**src/parser_pkg.sv**
```systemverilog
`default_nettype none

package parser_pkg;

    // Packet ID width sets where the tagger ID wraps
    localparam int PKT_AWIDTH = 16;

    // Header constants compared against the first flit
    localparam logic [15:0] PROT_ETH = 16'h0800;
    localparam logic [3:0]  IP_V4    = 4'd4;
    localparam logic [7:0]  PROT_TCP = 8'd6;
    localparam logic [7:0]  PROT_UDP = 8'd17;

    // One beat of the 512-bit stream
    // Ethernet header sits at the high end of data
    typedef struct packed {
        logic [511:0] data;
        logic         sop;
        logic         eop;
        logic [5:0]   empty;
    } pkt_flit_t;

    // Frame class
    typedef enum logic [1:0] {
        NS,
        S_TCP,
        S_UDP
    } prot_t;

    // Where the record is headed downstream
    typedef enum logic {
        PKT_ETH,
        PKT_PCIE
    } pkt_dest_t;

    // Flow 5-tuple without the protocol byte
    typedef struct packed {
        logic [31:0] sIP;
        logic [31:0] dIP;
        logic [15:0] sPort;
        logic [15:0] dPort;
    } tuple_t;

    // Per-frame record out of the parser
    // The tagger fills only pktID and flits
    typedef struct packed {
        logic [PKT_AWIDTH-1:0] pktID;
        logic [7:0]            flits;
        logic [15:0]           len;
        tuple_t                tuple;
        prot_t                 prot;
        logic [8:0]            tcp_flags;
        pkt_dest_t             pkt_flags;
    } metadata_t;

    // Running totals kept by the consumer
    typedef struct packed {
        logic [31:0] tcp_cnt;
        logic [31:0] udp_cnt;
        logic [31:0] ns_cnt;
        logic [31:0] payload_bytes;
    } stats_t;

endpackage

`default_nettype wire

```
**src/pkt_tagger.sv**
```systemverilog
`timescale 1ns/100ps
`default_nettype none

module pkt_tagger (
    input  logic                  clk,
    input  logic                  rst,
    input  parser_pkg::pkt_flit_t in_flit,
    input  logic                  in_valid,
    output logic                  in_ready,
    output parser_pkg::pkt_flit_t hdr_flit,
    output parser_pkg::metadata_t hdr_tag,
    output logic                  hdr_valid,
    input  logic                  hdr_ready
);

    import parser_pkg::*;

    logic                  accept;
    logic                  last;
    logic [7:0]            flit_cnt;
    logic [7:0]            cnt_next;
    logic [PKT_AWIDTH-1:0] pkt_id;
    pkt_flit_t             first_flit;
    pkt_flit_t             head_sel;

    // Stall the stream only while a header waits downstream
    assign in_ready = ~hdr_valid | hdr_ready;
    assign accept   = in_valid & in_ready;
    assign last     = accept & in_flit.eop;

    // A one-flit frame is its own header
    assign cnt_next = in_flit.sop ? 8'd1 : flit_cnt + 8'd1;
    assign head_sel = in_flit.sop ? in_flit : first_flit;

    // Header flit and tag registers
    always_ff @(posedge clk) begin
        if (accept && in_flit.sop) begin
            first_flit <= in_flit;
        end
        if (last) begin
            hdr_flit       <= head_sel;
            hdr_flit.sop   <= 1'b1;
            hdr_flit.eop   <= 1'b1;
            hdr_tag        <= '0;
            hdr_tag.pktID  <= pkt_id;
            hdr_tag.flits  <= cnt_next;
        end
    end

    // Flit counter, packet ID and output valid
    always_ff @(posedge clk) begin
        if (rst) begin
            hdr_valid <= 1'b0;
            pkt_id    <= '0;
            flit_cnt  <= '0;
        end else begin
            if (accept) begin
                flit_cnt <= in_flit.eop ? 8'd0 : cnt_next;
            end
            if (last) begin
                hdr_valid <= 1'b1;
                pkt_id    <= pkt_id + 1'b1;
            end else if (hdr_ready) begin
                hdr_valid <= 1'b0;
            end
        end
    end

endmodule

`default_nettype wire

```
**src/parser.sv**
```systemverilog
`timescale 1ns/100ps
`default_nettype none

module parser (
    input  logic                  clk,
    input  logic                  rst,
    input  logic                  disable_pcie,
    input  parser_pkg::pkt_flit_t hdr_flit,
    input  parser_pkg::metadata_t hdr_tag,
    input  logic                  hdr_valid,
    output logic                  hdr_ready,
    output parser_pkg::metadata_t meta,
    output logic                  meta_valid,
    input  logic                  meta_ready
);

    import parser_pkg::*;

    // Ethernet and IPv4 fields
    logic [15:0] eth_type;
    logic [3:0]  ip_version;
    logic [3:0]  ip_ihl;
    logic [15:0] ip_len;
    logic [7:0]  ip_prot;
    logic [31:0] ip_sip;
    logic [15:0] ip_dip_high;
    logic [15:0] ip_dip_low;

    // Transport fields at the same port offsets for TCP and UDP
    logic [15:0] l4_sport;
    logic [15:0] l4_dport;
    logic [3:0]  tcp_do;
    logic [8:0]  tcp_flags;

    logic [15:0] ip_hdr_bytes;
    logic [15:0] l4_hdr_bytes;
    logic        is_tcp;
    logic        is_udp;
    logic        support;
    logic        take;
    metadata_t   meta_next;

    // Big-endian data in 128-bit lanes numbered from the bottom
    assign eth_type    = hdr_flit.data[128*3+31:128*3+16];
    assign ip_version  = hdr_flit.data[128*3+15:128*3+12];
    assign ip_ihl      = hdr_flit.data[128*3+11:128*3+8];

    assign ip_len      = hdr_flit.data[128*2+127:128*2+112];
    assign ip_prot     = hdr_flit.data[128*2+71:128*2+64];
    assign ip_sip      = hdr_flit.data[128*2+47:128*2+16];
    assign ip_dip_high = hdr_flit.data[128*2+15:128*2+0];

    assign ip_dip_low  = hdr_flit.data[128+127:128+112];
    assign l4_sport    = hdr_flit.data[128+111:128+96];
    assign l4_dport    = hdr_flit.data[128+95:128+80];
    assign tcp_do      = hdr_flit.data[128+15:128+12];
    // NS, CWR, ECE, URG, ACK, PSH, RST, SYN, FIN from high to low
    assign tcp_flags   = hdr_flit.data[128+8:128+0];

    // Only the basic 20-byte IPv4 header is understood
    assign is_tcp  = (ip_prot == PROT_TCP);
    assign is_udp  = (ip_prot == PROT_UDP);
    assign support = (eth_type == PROT_ETH) && (ip_version == IP_V4)
                   && (ip_ihl == 4'd5) && (is_tcp || is_udp);

    // Header sizes in bytes with the UDP header fixed at 8
    assign ip_hdr_bytes = {10'd0, ip_ihl, 2'b00};
    assign l4_hdr_bytes = is_tcp ? {10'd0, tcp_do, 2'b00} : 16'd8;

    always_comb begin
        meta_next.pktID       = hdr_tag.pktID;
        meta_next.flits       = hdr_tag.flits;
        meta_next.len         = ip_len - ip_hdr_bytes - l4_hdr_bytes;
        meta_next.tuple.sIP   = ip_sip;
        meta_next.tuple.dIP   = {ip_dip_high, ip_dip_low};
        meta_next.tuple.sPort = l4_sport;
        meta_next.tuple.dPort = l4_dport;
        meta_next.tcp_flags   = tcp_flags;
        meta_next.pkt_flags   = disable_pcie ? PKT_ETH : PKT_PCIE;
        if (!support) begin
            meta_next.prot = NS;
        end else if (is_tcp) begin
            meta_next.prot = S_TCP;
        end else begin
            meta_next.prot = S_UDP;
        end
    end

    // Single output register that refills while it drains
    assign hdr_ready = ~meta_valid | meta_ready;
    assign take      = hdr_valid & hdr_ready;

    always_ff @(posedge clk) begin
        if (take) begin
            meta <= meta_next;
        end
    end

    always_ff @(posedge clk) begin
        if (rst) begin
            meta_valid <= 1'b0;
        end else if (hdr_ready) begin
            meta_valid <= hdr_valid;
        end
    end

endmodule

`default_nettype wire

```
**src/meta_fifo.sv**
```systemverilog
`timescale 1ns/100ps
`default_nettype none

module meta_fifo #(
    parameter int DEPTH = 8
) (
    input  logic                  clk,
    input  logic                  rst,
    input  parser_pkg::metadata_t wr_data,
    input  logic                  wr_valid,
    output logic                  wr_ready,
    output parser_pkg::metadata_t rd_data,
    output logic                  rd_valid,
    input  logic                  rd_ready
);

    import parser_pkg::*;

    localparam int AW = (DEPTH > 1) ? $clog2(DEPTH) : 1;
    localparam int CW = $clog2(DEPTH + 1);

    metadata_t       mem [DEPTH];
    logic [AW-1:0]   wr_ptr;
    logic [AW-1:0]   rd_ptr;
    logic [CW-1:0]   count;
    logic            do_wr;
    logic            do_rd;

    assign wr_ready = (count != CW'(DEPTH));
    assign rd_valid = (count != '0);
    // Head entry shows without a read request
    assign rd_data  = mem[rd_ptr];

    assign do_wr = wr_valid & wr_ready;
    assign do_rd = rd_valid & rd_ready;

    always_ff @(posedge clk) begin
        if (do_wr) begin
            mem[wr_ptr] <= wr_data;
        end
    end

    // Pointers wrap at DEPTH even when it is not a power of two
    always_ff @(posedge clk) begin
        if (rst) begin
            wr_ptr <= '0;
            rd_ptr <= '0;
            count  <= '0;
        end else begin
            if (do_wr) begin
                wr_ptr <= (wr_ptr == AW'(DEPTH - 1)) ? '0 : wr_ptr + 1'b1;
            end
            if (do_rd) begin
                rd_ptr <= (rd_ptr == AW'(DEPTH - 1)) ? '0 : rd_ptr + 1'b1;
            end
            if (do_wr && !do_rd) begin
                count <= count + 1'b1;
            end else if (do_rd && !do_wr) begin
                count <= count - 1'b1;
            end
        end
    end

endmodule

`default_nettype wire

```
**src/flow_stats.sv**
```systemverilog
`timescale 1ns/100ps
`default_nettype none

module flow_stats (
    input  logic                  clk,
    input  logic                  rst,
    input  parser_pkg::metadata_t in_meta,
    input  logic                  in_valid,
    output logic                  in_ready,
    output parser_pkg::metadata_t out_meta,
    output logic                  out_valid,
    input  logic                  out_ready,
    output parser_pkg::stats_t    stats
);

    import parser_pkg::*;

    logic        xfer;
    logic [31:0] len_ext;

    // Records flow through untouched
    assign out_meta  = in_meta;
    assign out_valid = in_valid;
    assign in_ready  = out_ready;

    assign xfer    = in_valid & out_ready;
    assign len_ext = {16'd0, in_meta.len};

    // Count each record as it leaves
    always_ff @(posedge clk) begin
        if (rst) begin
            stats <= '0;
        end else if (xfer) begin
            case (in_meta.prot)
                S_TCP: begin
                    stats.tcp_cnt       <= stats.tcp_cnt + 32'd1;
                    stats.payload_bytes <= stats.payload_bytes + len_ext;
                end
                S_UDP: begin
                    stats.udp_cnt       <= stats.udp_cnt + 32'd1;
                    stats.payload_bytes <= stats.payload_bytes + len_ext;
                end
                default: begin
                    // Length of an unsupported frame is meaningless
                    stats.ns_cnt <= stats.ns_cnt + 32'd1;
                end
            endcase
        end
    end

endmodule

`default_nettype wire

```
**src/parser_top.sv**
```systemverilog
`timescale 1ns/100ps
`default_nettype none

module parser_top #(
    parameter int FIFO_DEPTH = 8
) (
    input  logic                  clk,
    input  logic                  rst,
    input  logic                  disable_pcie,
    input  parser_pkg::pkt_flit_t in_flit,
    input  logic                  in_valid,
    output logic                  in_ready,
    output parser_pkg::metadata_t out_meta,
    output logic                  out_valid,
    input  logic                  out_ready,
    output parser_pkg::stats_t    stats
);

    import parser_pkg::*;

    // Tagger to parser
    pkt_flit_t tag_flit;
    metadata_t tag_meta;
    logic      tag_valid;
    logic      tag_ready;

    // Parser to FIFO
    metadata_t par_meta;
    logic      par_valid;
    logic      par_ready;

    // FIFO to statistics
    metadata_t fifo_meta;
    logic      fifo_valid;
    logic      fifo_ready;

    pkt_tagger u_tagger (
        .clk       (clk),
        .rst       (rst),
        .in_flit   (in_flit),
        .in_valid  (in_valid),
        .in_ready  (in_ready),
        .hdr_flit  (tag_flit),
        .hdr_tag   (tag_meta),
        .hdr_valid (tag_valid),
        .hdr_ready (tag_ready)
    );

    parser u_parser (
        .clk          (clk),
        .rst          (rst),
        .disable_pcie (disable_pcie),
        .hdr_flit     (tag_flit),
        .hdr_tag      (tag_meta),
        .hdr_valid    (tag_valid),
        .hdr_ready    (tag_ready),
        .meta         (par_meta),
        .meta_valid   (par_valid),
        .meta_ready   (par_ready)
    );

    meta_fifo #(
        .DEPTH (FIFO_DEPTH)
    ) u_fifo (
        .clk      (clk),
        .rst      (rst),
        .wr_data  (par_meta),
        .wr_valid (par_valid),
        .wr_ready (par_ready),
        .rd_data  (fifo_meta),
        .rd_valid (fifo_valid),
        .rd_ready (fifo_ready)
    );

    flow_stats u_stats (
        .clk       (clk),
        .rst       (rst),
        .in_meta   (fifo_meta),
        .in_valid  (fifo_valid),
        .in_ready  (fifo_ready),
        .out_meta  (out_meta),
        .out_valid (out_valid),
        .out_ready (out_ready),
        .stats     (stats)
    );

endmodule

`default_nettype wire

```
**config.mk**
```make
export PLATFORM = sky130hd
export DESIGN_NAME = parser_top
export DESIGN_NICKNAME = d
export VERILOG_FILES = /design/src/parser_pkg.sv /design/src/pkt_tagger.sv /design/src/parser.sv /design/src/meta_fifo.sv /design/src/flow_stats.sv /design/src/parser_top.sv
export SDC_FILE = /design/constraint.sdc
export NUM_CORES = 2
export LEC_CHECK = 0
export BUFFER_PORTS_ARGS = -buffer_cell sky130_fd_sc_hd__buf_2
export CAP_MARGIN = 20
export CORE_AREA = 2 2 449 451
export DETAILED_ROUTE_END_ITERATION = 10
export DIE_AREA = 0 0 451 453
export PLACE_DENSITY = 0.51
export SLEW_MARGIN = 20
export SYNTH_ARGS = -nofsm -noshare
export SYNTH_HDL_FRONTEND = slang
export SYNTH_SLANG_ARGS = --single-unit
```
**constraint.sdc**
```tcl
create_clock -name clk -period 33.3 [get_ports clk]
set_input_delay 0 -clock clk [delete_from_list [all_inputs] [get_ports clk]]
set_output_delay 0 -clock clk [all_outputs]
set_load 0.005 [all_outputs]
```
==> run metrics <==
outcome=finished, final reports clean; post-layout util=a little over two fifths; Peak VDD IR=about 0.054 mV; Worst Tran Pin Value=about 1.1 ns; clk_lat worst skew=around 0.84 ns; synthesized net count=between 3000 and 4000; Seq cells post-synth=approximately 1800; Port Buffers=~440; hpwl dp=88200 um; Slowest-stage cell, CP=dfxtp_4; CP Cell Sequence=buf_12 -> buf_4 -> buf_4 -> mux4_2 -> mux2_2 -> buf_2; Die Wd=~450 um; Bufs and invs on worst path=4; Synth top area share=between 70 and 80%; dpl cell area=0.0749 mm2; final hold vios=0; Slew headroom=between 20% and 30%; Worst EP required=~33 ns; vias in the first global route=between 30000 and 40000; htree depth=4; startpoint types=flip-flop; number of setup violations in the final report=0; post-DR wirelength/cell=between 20 and 25 um; Reg area=between 0.05 and 0.06 mm2; initial antenna violation count=2; number of synthesized flops with an enable pin=1670; Main synth FF type=edfxtp_1; Detailed Route WL=approximately 160000 um; Top Ports=803; Seq/Total Area, Yosys=77.2%; post-synth top area cell=edfxtp_1; Layout Cells excl Fill=just over 7000; Ys Warns=0; global-route wire length before repair=about 240000 um; Worst EP arrival=5.26 ns; Crit path top cell by count=buf_4; design area=approximately 0.085 mm2; CP delay by family, top=buffers and inverters; Vias/cell=~4.9; DRC=0; Root Buffer=clkbuf_16; post-layout min period=5.26 ns; number of nets still failing antenna checks after routing=0; layout cells sized above 1=a little under a third; Worst Path Max Fanout=102; global route overflow=0; PD cells=roughly 66 mW/mm2; Max Slew Vio Count=0; Initial Utilization=34.8%; Post-CTS Setup Bufs=0; nets=4866; Placed Cells incl. Taps=~6400; core area=roughly 0.20 mm2; Fmax=roughly 190 MHz; RSZ-0062 raised after global routing=false; Area Growth Syn to Fin=21.9%; Synth Area per Inst=20.3 um2; Worst Path Class, Setup=flip-flop to output port; Area contributors post-synth=edfxtp_1 (72%), mux4_2 (9.6%), mux2_2 (4.9%); most frequent cells in the layout=edfxtp_1 (1670), buf_2 (439), dlygate4sd3_1 (327); Clock Skew=approximately 0.039 ns; Final period util=between 10% and 20%; clock-pin slew on the worst setup and hold paths=0.06 ns; 1st-pass router iterations=5; Leak=around 0.028 uW; Multi-input gate area=about 0.015 mm2; Gate Count Post-Synth=3421; GPL Wtd Cong=roughly 0.8; vias=~35000; setup tns final=0 ns; Die Ht=453 um; commonest non-fill, non-tap cell in the layout=edfxtp_1; die area=0.204 mm2; worst min path class=primary input to flip-flop; Tot GR Track Use=15.9%; Clock Path Buffers=3; slowest stage delay, CP=between 0.9 and 1 ns; Setup crit end kind=output port; fillers=roughly 17000; # resized after CTS=0; row count=between 150 and 200; clk sinks=between 1500 and 2000; count of cell types in the netlist=58; CTS buffer count=a little under 200; FFs w/ async S/R, synth=0%; Tot Pwr=5560 uW; max_cap viols=0; First DRT Iteration DRCs=2216; Post-Syn Area=slightly below 0.07 mm2; largest net degree at the start of global routing=approximately 110; CTS tree=built
-- cells in the mapped netlist (all sizes together) (5+ instances only) --
library cell and n:
mux4 296, ha 36, nand3 72, nand4 31
nand2 97, mux2 304, nor4 18, and4 11
or4 8, o21ai 35, nor3 27, and3 26
inv 35, edfxtp 1670, a31oi 5, xnor2 32
o21a 9, and2 7, a21oi 65, clkbuf 85
o31ai 5, nor2 153, o2111ai 6, buf 48
nor4b 5, dfxtp 167, xor2 87, or3 25
fa 6
-- registers in the layout, indices dropped and copies added (netlist names), named ones only --
| name | flops |
|---|---|
| u_tagger.hdr_flit | 157 |
| u_tagger.flit_cnt | 8 |
| u_fifo.count | 4 |
| u_tagger.pkt_id | 16 |
| u_parser.meta_valid | 1 |
| u_fifo.mem | 1184 |
| u_fifo.rd_ptr | 3 |
| u_tagger.first_flit | 157 |
| u_fifo.wr_ptr | 3 |
| u_parser.meta | 148 |
| u_tagger.hdr_valid | 1 |
| u_tagger.hdr_tag | 24 |
| u_stats.stats | 128 |
-- worst min-delay path, delay by kind of cell --
kind                   cells  cell delay (ns)
buffers and inverters      2             0.67
multiplexers               1             0.13
-- logic make-up (layout without fill, tap and decap cells) --
| kind of cell | Yosys count | count (layout) | share of synthesized area [%] |
|---|---|---|---|
| buf+inv | 168 | 1210 | 0.973 |
| flops | 1837 | 1837 | 77.2 |
| fa+ha+maj | 42 | 42 | 0.823 |
| mux | 603 | 603 | 14.6 |
| xor+xnor | 119 | 119 | 1.50 |
| simple gates | 497 | 497 | 3.56 |
| compound gates | 155 | 155 | 1.39 |
| other cells | 0 | 3 | 0 |
-- metal layers --
layer  up-vias  global-route usage (%)  share of wire [%]
met4         0                    4.80                2.5
met1     18135                    20.8                 43
met5         -                       0                  0
met3       233                    3.51                4.9
met2       744                    26.5                 49
li1      15571                       -                  -
-- through the flow --
step                hold WS [ns]  setup slack, ns
global route              0.0160            27.48
global placement           0.190            27.89
CTS                      0.00269            27.74
finish                    0.0569            28.04
detailed placement         0.192            27.88
floorplan                 0.0989            16.34
-- area by class of cell --
cell class / instances / share of cell area [%]
Antenna cell: 3 / 0.00888
Multi-Input combinational cell: 1416 / 18.0
Timing Repair Buffer: 813 / 7.05
Tap cell: 2656 / 3.93
Inverter: 35 / 0.164
Sequential cell: 1837 / 63.3
Clock inverter: 107 / 1.38
Clock buffer: 255 / 6.17
-- power breakdown --
| part | internal [uW] | switching [uW] | leakage (uW) |
|---|---|---|---|
| Combinational | 411 | 401 | 0.00809 |
| Clock | 1240 | 913 | 0.00310 |
| Sequential | 2550 | 47.3 | 0.0166 |
-- timing repair --
action,CTS,global route
endpoints found under the hold margin,494,0
hold buffers,327,0
setup endpoints to repair,0,0
-- path summary, 6_finish.rpt --
| path | slack (ns) | from | depth (start not counted) | end |
|---|---|---|---|---|
| min reg2reg | 0.41 | u_tagger.hdr_tag[143]$_DFFE_PP_ | 0 | u_parser.meta[143]$_DFFE_PP_ |
| max | 28.04 | flip-flop | 6 | out_meta[92] |
| min | 0.06 | in_flit[246] | 3 | u_tagger.hdr_flit[246]$_DFFE_PP_ |
| max reg2reg | 28.06 | flip-flop | 11 | u_stats.stats[30]$_SDFFE_PP0P_ |
No activity file was read; power rests on OpenSTA's default activity.
